==> config.mk <==
export PLATFORM = sky130hd
export DESIGN_NAME = caster
export DESIGN_NICKNAME = d
export VERILOG_FILES = /design/src/csr_pkg.sv /design/src/epd_pkg.sv /design/src/caster.sv /design/src/source_driver.sv /design/src/pixel_update.sv /design/src/spi_csr.sv
export VERILOG_INCLUDE_DIRS = /design/src
export SDC_FILE = /design/constraint.sdc
export NUM_CORES = 1
export LEC_CHECK = 0
export ABC_AREA = 1
export BUFFER_PORTS_ARGS = -buffer_cell sky130_fd_sc_hd__buf_2
export CORE_UTILIZATION = 40
export DETAILED_ROUTE_END_ITERATION = 10
export PLACE_DENSITY = 0.63
export SYNTH_ARGS = -nofsm -noshare
export SYNTH_HDL_FRONTEND = slang
export SYNTH_HIERARCHICAL = 1
export SYNTH_SLANG_ARGS = --single-unit
==> constraint.sdc <==
create_clock -name clk -period 3.8 [get_ports clk]
set_clock_uncertainty 0.05 [all_clocks]
set_input_delay 0.76 -clock clk [delete_from_list [all_inputs] [get_ports clk]]
set_output_delay 0.76 -clock clk [all_outputs]
set_load 0.02 [all_outputs]
==> src/caster_settings.svh <==
`ifndef CASTER_SETTINGS_SVH
`define CASTER_SETTINGS_SVH

// Pixel format of both streams
`define CASTER_PIX_BITS 4
`define CASTER_PIX_PER_WORD 4
`define CASTER_WORD_BITS (`CASTER_PIX_BITS * `CASTER_PIX_PER_WORD)

// Drive code per pixel toward the source driver
`define CASTER_DRIVE_BITS 2
`define CASTER_DRIVE_WORD_BITS (`CASTER_DRIVE_BITS * `CASTER_PIX_PER_WORD)

// Source line length in stream words
`define CASTER_LINE_WORDS 4

// SPI frame is read flag, address, data, MSB first
`define CASTER_SPI_ADDR_BITS 7
`define CASTER_SPI_DATA_BITS 8
`define CASTER_SPI_FRAME_BITS (1 + `CASTER_SPI_ADDR_BITS + `CASTER_SPI_DATA_BITS)

`endif
==> src/csr_pkg.sv <==
`include "caster_settings.svh"

package csr_pkg;

    // Register address and data as carried in one SPI frame
    typedef logic [`CASTER_SPI_ADDR_BITS-1:0] reg_addr_t;
    typedef logic [`CASTER_SPI_DATA_BITS-1:0] reg_data_t;

    // Register map
    localparam reg_addr_t ADDR_CTRL    = 'h0;
    localparam reg_addr_t ADDR_TRIGGER = 'h1;
    localparam reg_addr_t ADDR_STATUS  = 'h2;

    // CTRL fields
    localparam int CTRL_EN_BIT = 0;

    // STATUS fields, read only
    localparam int STATUS_READY_BIT = 0;

endpackage

==> src/epd_pkg.sv <==
`include "caster_settings.svh"

package epd_pkg;

    // One pixel's grey level
    typedef logic [`CASTER_PIX_BITS-1:0] grey_t;

    // Four grey levels, pixel 0 in the low nibble
    // Used for both target words and state words
    typedef logic [`CASTER_WORD_BITS-1:0] pix_word_t;

    // Drive code of one pixel
    typedef logic [`CASTER_DRIVE_BITS-1:0] drive_t;

    // Four drive codes, same pixel order as pix_word_t
    typedef logic [`CASTER_DRIVE_WORD_BITS-1:0] drive_word_t;

    // Drive code values seen by the source driver
    localparam drive_t DRIVE_NONE    = 2'd0;
    localparam drive_t DRIVE_DARKEN  = 2'd1;
    localparam drive_t DRIVE_LIGHTEN = 2'd2;

endpackage

==> src/caster.sv <==
module caster (
    input  logic                 clk,
    input  logic                 rst,
    // SPI register access
    input  logic                 spi_cs,
    input  logic                 spi_sck,
    input  logic                 spi_mosi,
    output logic                 spi_miso,
    input  logic                 sys_ready,
    // Target pixels from video input
    input  epd_pkg::pix_word_t   vin_pixel,
    input  logic                 vin_valid,
    output logic                 vin_ready,
    // Current pixel states from framebuffer
    input  epd_pkg::pix_word_t   bi_pixel,
    input  logic                 bi_valid,
    output logic                 bi_ready,
    // Write-back, no back-pressure
    output epd_pkg::pix_word_t   bo_pixel,
    output logic                 bo_valid,
    // Source driver
    output epd_pkg::drive_word_t epd_sd,
    output logic                 epd_sdclk,
    output logic                 epd_sdle,
    // Frame trigger
    output logic                 b_trigger
);

    logic global_en;
    logic take;
    logic result_valid;
    epd_pkg::drive_word_t drive;
    epd_pkg::pix_word_t next_state;

    spi_csr spi_csr (
        .clk(clk),
        .rst(rst),
        .spi_cs(spi_cs),
        .spi_sck(spi_sck),
        .spi_mosi(spi_mosi),
        .sys_ready(sys_ready),
        .spi_miso(spi_miso),
        .global_en(global_en),
        .b_trigger(b_trigger)
    );

    pixel_update pixel_update (
        .clk(clk),
        .rst(rst),
        .take(take),
        .target(vin_pixel),
        .state(bi_pixel),
        .drive(drive),
        .next_state(next_state),
        .result_valid(result_valid)
    );

    source_driver source_driver (
        .clk(clk),
        .rst(rst),
        .global_en(global_en),
        .vin_valid(vin_valid),
        .bi_valid(bi_valid),
        .vin_ready(vin_ready),
        .bi_ready(bi_ready),
        .take(take),
        .result_valid(result_valid),
        .drive(drive),
        .next_state(next_state),
        .epd_sd(epd_sd),
        .epd_sdclk(epd_sdclk),
        .epd_sdle(epd_sdle),
        .bo_pixel(bo_pixel),
        .bo_valid(bo_valid)
    );

endmodule

==> src/source_driver.sv <==
`include "caster_settings.svh"

module source_driver (
    input  logic                 clk,
    input  logic                 rst,
    input  logic                 global_en,
    input  logic                 vin_valid,
    input  logic                 bi_valid,
    output logic                 vin_ready,
    output logic                 bi_ready,
    output logic                 take,
    input  logic                 result_valid,
    input  epd_pkg::drive_word_t drive,
    input  epd_pkg::pix_word_t   next_state,
    output epd_pkg::drive_word_t epd_sd,
    output logic                 epd_sdclk,
    output logic                 epd_sdle,
    output epd_pkg::pix_word_t   bo_pixel,
    output logic                 bo_valid
);

    localparam int CNT_BITS = (`CASTER_LINE_WORDS > 1) ? $clog2(`CASTER_LINE_WORDS) : 1;
    localparam logic [CNT_BITS-1:0] LAST_WORD = CNT_BITS'(`CASTER_LINE_WORDS - 1);

    // Position of the next output word within the source line
    logic [CNT_BITS-1:0] word_cnt;
    logic line_end;

    // Both streams move together or not at all
    assign take = global_en && vin_valid && bi_valid;
    assign vin_ready = take;
    assign bi_ready = take;

    assign line_end = (word_cnt == LAST_WORD);

    // Strobes follow the update stage by one cycle
    always_ff @(posedge clk) begin
        if (rst) begin
            epd_sdclk <= 1'b0;
            epd_sdle <= 1'b0;
            bo_valid <= 1'b0;
            word_cnt <= '0;
        end else begin
            epd_sdclk <= result_valid;
            bo_valid <= result_valid;
            // Latch the line with its last word
            epd_sdle <= result_valid && line_end;
            if (result_valid) begin
                word_cnt <= line_end ? '0 : word_cnt + 1'b1;
            end
        end
    end

    // Source bus and write-back data hold between words
    always_ff @(posedge clk) begin
        if (result_valid) begin
            epd_sd <= drive;
            bo_pixel <= next_state;
        end
    end

    // Readies go high as a pair and the update stage holds that pair next cycle
    a_ready_pair: assert property (@(posedge clk) disable iff (rst)
        (vin_ready == bi_ready) && (result_valid == $past(vin_ready && bi_ready)));

    // Every taken word shows up two cycles later through pixel_update
    a_take_latency: assert property (@(posedge clk) disable iff (rst)
        take |-> ##2 (bo_valid && epd_sdclk));

endmodule

==> src/pixel_update.sv <==
`include "caster_settings.svh"

module pixel_update (
    input  logic                 clk,
    input  logic                 rst,
    input  logic                 take,
    input  epd_pkg::pix_word_t   target,
    input  epd_pkg::pix_word_t   state,
    output epd_pkg::drive_word_t drive,
    output epd_pkg::pix_word_t   next_state,
    output logic                 result_valid
);

    localparam int PB = `CASTER_PIX_BITS;
    localparam int DB = `CASTER_DRIVE_BITS;

    epd_pkg::drive_word_t drive_calc;
    epd_pkg::pix_word_t state_calc;

    // One grey step toward the target, per pixel
    always_comb begin : step_calc
        epd_pkg::grey_t tgt;
        epd_pkg::grey_t cur;
        epd_pkg::grey_t nxt;
        epd_pkg::drive_t code;
        drive_calc = '0;
        state_calc = '0;
        for (int i = 0; i < `CASTER_PIX_PER_WORD; i++) begin
            tgt = target[i*PB +: PB];
            cur = state[i*PB +: PB];
            if (tgt > cur) begin
                code = epd_pkg::DRIVE_LIGHTEN;
                nxt = cur + 1'b1;
            end else if (tgt < cur) begin
                code = epd_pkg::DRIVE_DARKEN;
                nxt = cur - 1'b1;
            end else begin
                code = epd_pkg::DRIVE_NONE;
                nxt = cur;
            end
            drive_calc[i*DB +: DB] = code;
            state_calc[i*PB +: PB] = nxt;
        end
    end

    always_ff @(posedge clk) begin
        if (rst) begin
            result_valid <= 1'b0;
        end else begin
            result_valid <= take;
        end
    end

    always_ff @(posedge clk) begin
        if (take) begin
            drive <= drive_calc;
            next_state <= state_calc;
        end
    end

    function automatic logic within_one(epd_pkg::grey_t a, epd_pkg::grey_t b);
        int diff;
        diff = int'(a) - int'(b);
        return (diff >= -1) && (diff <= 1);
    endfunction

    // New state never jumps more than one grey level, no wrap either
    for (genvar p = 0; p < `CASTER_PIX_PER_WORD; p++) begin : g_step_chk
        a_one_step: assert property (@(posedge clk) disable iff (rst)
            result_valid |-> within_one(next_state[p*PB +: PB], $past(state[p*PB +: PB])));
    end

endmodule

==> src/spi_csr.sv <==
`include "caster_settings.svh"

module spi_csr (
    input  logic clk,
    input  logic rst,
    input  logic spi_cs,
    input  logic spi_sck,
    input  logic spi_mosi,
    input  logic sys_ready,
    output logic spi_miso,
    output logic global_en,
    output logic b_trigger
);

    localparam int FRAME_BITS = `CASTER_SPI_FRAME_BITS;
    localparam int ADDR_BITS = `CASTER_SPI_ADDR_BITS;
    localparam int DATA_BITS = `CASTER_SPI_DATA_BITS;
    localparam int HDR_BITS = 1 + ADDR_BITS;
    localparam int CNT_BITS = $clog2(FRAME_BITS);
    localparam logic [CNT_BITS-1:0] LAST_BIT = CNT_BITS'(FRAME_BITS - 1);
    localparam logic [CNT_BITS-1:0] HDR_LAST = CNT_BITS'(HDR_BITS - 1);
    localparam logic [CNT_BITS-1:0] DATA_FIRST = CNT_BITS'(HDR_BITS);

    // Pin synchronizers with bit 1 as the safe copy
    logic [1:0] cs_sync;
    logic [1:0] sck_sync;
    logic [1:0] mosi_sync;
    logic sck_last;

    logic cs_act;
    logic sck_rise;
    logic sck_fall;
    logic hdr_done;
    logic frame_done;
    logic tx_step;

    logic [CNT_BITS-1:0] bit_cnt;
    logic [FRAME_BITS-2:0] rx_shift;
    logic [FRAME_BITS-1:0] frame;
    logic [HDR_BITS-1:0] header;
    csr_pkg::reg_addr_t rd_addr;
    csr_pkg::reg_addr_t wr_addr;
    csr_pkg::reg_data_t wr_data;
    csr_pkg::reg_data_t rd_data;
    csr_pkg::reg_data_t tx_shift;
    logic [1:0] trig_pipe;

    always_ff @(posedge clk) begin
        if (rst) begin
            cs_sync <= 2'b11;
            sck_sync <= 2'b00;
            sck_last <= 1'b0;
        end else begin
            cs_sync <= {cs_sync[0], spi_cs};
            sck_sync <= {sck_sync[0], spi_sck};
            sck_last <= sck_sync[1];
        end
    end

    always_ff @(posedge clk) begin
        mosi_sync <= {mosi_sync[0], spi_mosi};
    end

    // cs is active low
    assign cs_act = !cs_sync[1];
    assign sck_rise = cs_act && sck_sync[1] && !sck_last;
    assign sck_fall = cs_act && !sck_sync[1] && sck_last;

    // Header and frame including the bit being sampled now
    assign header = {rx_shift[HDR_BITS-2:0], mosi_sync[1]};
    assign frame = {rx_shift, mosi_sync[1]};
    assign rd_addr = header[ADDR_BITS-1:0];
    assign wr_addr = frame[FRAME_BITS-2 -: ADDR_BITS];
    assign wr_data = frame[DATA_BITS-1:0];

    assign hdr_done = sck_rise && (bit_cnt == HDR_LAST);
    assign frame_done = sck_rise && (bit_cnt == LAST_BIT);
    assign tx_step = sck_fall && (bit_cnt >= DATA_FIRST);

    // A short frame is dropped when cs rises
    always_ff @(posedge clk) begin
        if (rst || !cs_act) begin
            bit_cnt <= '0;
        end else if (sck_rise) begin
            bit_cnt <= (bit_cnt == LAST_BIT) ? '0 : bit_cnt + 1'b1;
        end
    end

    always_ff @(posedge clk) begin
        if (sck_rise) begin
            rx_shift <= {rx_shift[FRAME_BITS-3:0], mosi_sync[1]};
        end
    end

    always_comb begin
        rd_data = '0;
        case (rd_addr)
            csr_pkg::ADDR_CTRL: rd_data[csr_pkg::CTRL_EN_BIT] = global_en;
            csr_pkg::ADDR_STATUS: rd_data[csr_pkg::STATUS_READY_BIT] = sys_ready;
            default: rd_data = '0;
        endcase
    end

    // Read data loads after the header and shifts out on sck falls
    always_ff @(posedge clk) begin
        if (hdr_done) begin
            tx_shift <= header[HDR_BITS-1] ? rd_data : '0;
        end else if (tx_step) begin
            tx_shift <= {tx_shift[DATA_BITS-2:0], 1'b0};
        end
    end

    always_ff @(posedge clk) begin
        if (rst) begin
            spi_miso <= 1'b0;
        end else if (tx_step) begin
            spi_miso <= tx_shift[DATA_BITS-1];
        end
    end

    // Writes land on the last bit of a write frame
    // Trigger pulse sits in the third cycle after that sample
    always_ff @(posedge clk) begin
        if (rst) begin
            global_en <= 1'b0;
            trig_pipe <= '0;
            b_trigger <= 1'b0;
        end else begin
            trig_pipe <= {trig_pipe[0], 1'b0};
            b_trigger <= trig_pipe[1];
            if (frame_done && !frame[FRAME_BITS-1]) begin
                if (wr_addr == csr_pkg::ADDR_CTRL) begin
                    global_en <= wr_data[csr_pkg::CTRL_EN_BIT];
                end else if (wr_addr == csr_pkg::ADDR_TRIGGER) begin
                    trig_pipe[0] <= 1'b1;
                end
            end
        end
    end

    a_trigger_single: assert property (@(posedge clk) disable iff (rst)
        b_trigger |=> !b_trigger);

    // Host samples miso on the rising edge, so no change while the sck pin is high
    a_miso_stable: assert property (@(posedge clk) disable iff (rst)
        (spi_sck && $past(spi_sck)) |-> $stable(spi_miso));

endmodule

==> impl_metrics.env <==
export IMPL_status="finished, final reports clean"
export IMPL_grt_max_degree=29
export IMPL_cp_common_cell="buf_2"
export IMPL_slowest_delay_ns=0.41
export IMPL_crit_chain="buf_2 -> and3_1 -> buf_2"
export IMPL_clockPowerShare_pct=33.5
export IMPL_initial_core_util_pct=41.5
export IMPL_port_buffers=70
export IMPL_num_antenna_cells=0
export IMPL_place_area_sq_mm=0.00479
export IMPL_p_comb_share_pct=9.9
export IMPL_p_leak_nw=2.24
export IMPL_crit_fanout=10
export IMPL_startpoint="bi_valid"
export IMPL_die_w_microns=106
export IMPL_place_inst=619
export IMPL_m1WireLength_microns=3040
export IMPL_stdcell_count=635
export IMPL_holdCritPathClass="register to register"
export IMPL_drive_above_1_share_pct=25.9
export IMPL_clock_path_buffers=2
export IMPL_cp_end_kind="output pin"
export IMPL_crit_path_top_delay_cell="and3_1"
export IMPL_maxClockFrequency_ghz=0.435
export IMPL_layout_nets=561
export IMPL_worst_ir_drop_vdd_mv=0.147
export IMPL_timing_final_hold_violations=0
export IMPL_wl_met2_microns=3460
export IMPL_synth_top_cell_by_area="edfxtp_1"
export IMPL_syn_area_sq_mm=0.00430
export IMPL_avgSynthCellArea_sq_um=10.3
export IMPL_cts_root_buf="clkbuf_8"
export IMPL_ys_seq_area_share_pct=59.3
export IMPL_setup_violations=0
export IMPL_grt_usage_pct=13.0
export IMPL_drv_slew=0
export IMPL_wl_microns=6780
export IMPL_crit_arrival_ns=1.49
export IMPL_start_kind="primary input"
export IMPL_synth_seq_cells=92
export IMPL_clkLatencyLatePin_ns=0.34
export IMPL_layout_common_cells="96 x nand2_1, 71 x edfxtp_1, 70 x buf_2, 55 x inv_1, 29 x nor2_1"
export IMPL_switching_share_pct=23.7
export IMPL_worstHoldStart="spi_csr/mosi_sync[0]"
export IMPL_fp_dieH_microns=106
export IMPL_cts_tree="yes"
export IMPL_fin_crit_sh_pct=60.5
export IMPL_cts_setup_buffers=0
export IMPL_tightestPinTransition_ns=1.18
export IMPL_worst_path_buf_inv=2
export IMPL_drtIter0Drc=80
export IMPL_synth_nets=485
export IMPL_finalSetupTns_ns=0
export IMPL_final_common_cell="nand2_1"
export IMPL_core_sq_mm=0.0104
export IMPL_r2r_slack_ns=2.17
export IMPL_synth_top_area_share_pct=49.5
export IMPL_p_seq_share_pct=56.6
export IMPL_critPathKind="primary input to output pin"
export IMPL_powerDensity_mw_per_mm2=385
export IMPL_grt_pass1_vias=2653
export IMPL_cts_sinks=92
export IMPL_reg2reg_from="spi_csr/bit_cnt[0]"
export IMPL_wire_per_inst_microns=10.7
export IMPL_p_int_mw=1.47
export IMPL_io_pins=71
export IMPL_antenna_found_initial=0
export IMPL_wl_met3_microns=222
export IMPL_num_vias=2805
export IMPL_drcViolationCount=0
export IMPL_yosys_warnings=6
export IMPL_grt_pass1_wl_microns=11600
export IMPL_synthCells=418
export IMPL_maxCapViolations=0
export IMPL_ant_nets=0
export IMPL_cp_required_ns=2.99
export IMPL_slew_limit_headroom_pct=21.5
export IMPL_rsz0062_at_grt="no"
export IMPL_syn2layout_area_growth_pct=16.0
export IMPL_p_switching_mw=0.455
export IMPL_viasPerCell=4.42
export IMPL_ys_top_cells_by_area="edfxtp_1 50%, dfxtp_1 9.8%, nand2_1 8.4%"
export IMPL_numCtsBuffers=9
export IMPL_cts_resized=0
export IMPL_final_area_sq_mm=0.00499
export IMPL_grt_ovfl_total=0
export IMPL_period_needed_ns=2.30
export IMPL_cpLargestDelayFamily="simple AND/OR/NAND/NOR gates"
export IMPL_gp_congestion=0.810
export IMPL_cts_max_level=3
export IMPL_rows=37
export IMPL_synth_cell_type_count=33
export IMPL_highest_layer="met4"
export IMPL_clk_pin_slew_ns=0.09
export IMPL_drt_pass1_iter_count=4
export IMPL_hold_buffers=0
export IMPL_dieArea_sq_mm=0.0112
export IMPL_dp_hpwl_microns=5230
-- layout make-up --
class,count,area (sq um)
Inverter,75,284
Clock inverter,7,72.6
Timing Repair Buffer,71,358
Tap cell,136,170
Fill cell,992,5380
Clock buffer,9,124
Multi-Input combinational cell,245,1430
Sequential cell,92,2550
-- Yosys cell counts --
master    instances
o21ai_0           4
clkinv_1          3
o21ai_1           2
nand3b_1          1
inv_2            16
nand3_2           2
nand4_1           3
nor2_1           29
buf_2             3
inv_4             1
nand3_1          26
and3_1            2
nand2_1          96
or2_2             2
buf_4             3
nand3_4           1
dfxtp_1          21
nor3b_2           1
or2_0             2
a21oi_1           9
nor2_2            3
inv_1            55
nand2_2          10
a21oi_2           1
ha_1             27
nor3_2            2
nor3_1            3
nand2_4           1
nor2_4            1
edfxtp_1         71
nor4_4            1
or2_1             2
xor2_1           14
-- power groups by stage --
stage	logic [mW]	clock network, mW	registers (mW)
6_report	0.191	0.643	1.09
5_1_grt	0.224	0.708	1.09
4_1_cts	0.193	0.670	1.09
3_5_place_dp	0.192	0	1.11
3_3_place_gp	0.186	0	1.11
2_1_floorplan	0.139	0	1.11
-- metrics by stage --
| stage | utilization (%) | power, mW | hold slack, ns | setup WS [ns] |
|---|---|---|---|---|
| floorplan | - | 1.25 | 0.260 | 1.75 |
| global placement | 46.2 | 1.30 | 0.263 | 1.50 |
| detailed placement | 46.2 | 1.30 | 0.266 | 1.48 |
| CTS | 48.1 | 1.95 | 0.290 | 1.48 |
| global route | 48.1 | 2.02 | 0.294 | 1.44 |
| finish | 48.1 | 1.92 | 0.286 | 1.50 |
-- per-layer routing --
metal	global-route usage, %	vias up
met2	23.7	44
met4	5.36	0
li1	-	1491
met1	15.1	1265
met3	1.86	5
met5	0	-
-- sequential cells by signal, summed over array words and instances, names as in the netlist, 2 cells and up --
name and count:
spi_csr/tx_shift 8, spi_csr/bit_cnt 4, source_driver/bo_pixel 16, source_driver/word_cnt 2, spi_csr/rx_shift 15, source_driver/epd_sd 8, spi_csr/mosi_sync 2, pixel_update/next_state 16
spi_csr/trig_pipe 2, pixel_update/drive 8, spi_csr/sck_sync 2, spi_csr/cs_sync 2
-- logic make-up (layout without fill, tap and decap cells) --
family,count (synthesis),after routing,synth area share [%]
compound gates,16,16,1.95
xor+xnor,14,14,2.85
fa+ha+maj,27,27,7.85
buf+inv,81,162,7.47
flops,92,92,59.3
simple gates,188,188,20.6
-- final timing paths --
kind                          endpoint  depth (start not counted)
setup reg to reg   spi_csr/tx_shift[1]                          5
setup / recovery             vin_ready                          3
hold / removal    spi_csr/mosi_sync[1]                          0
hold reg to reg   spi_csr/mosi_sync[1]                          0
Power figures use the tool's default switching activity.
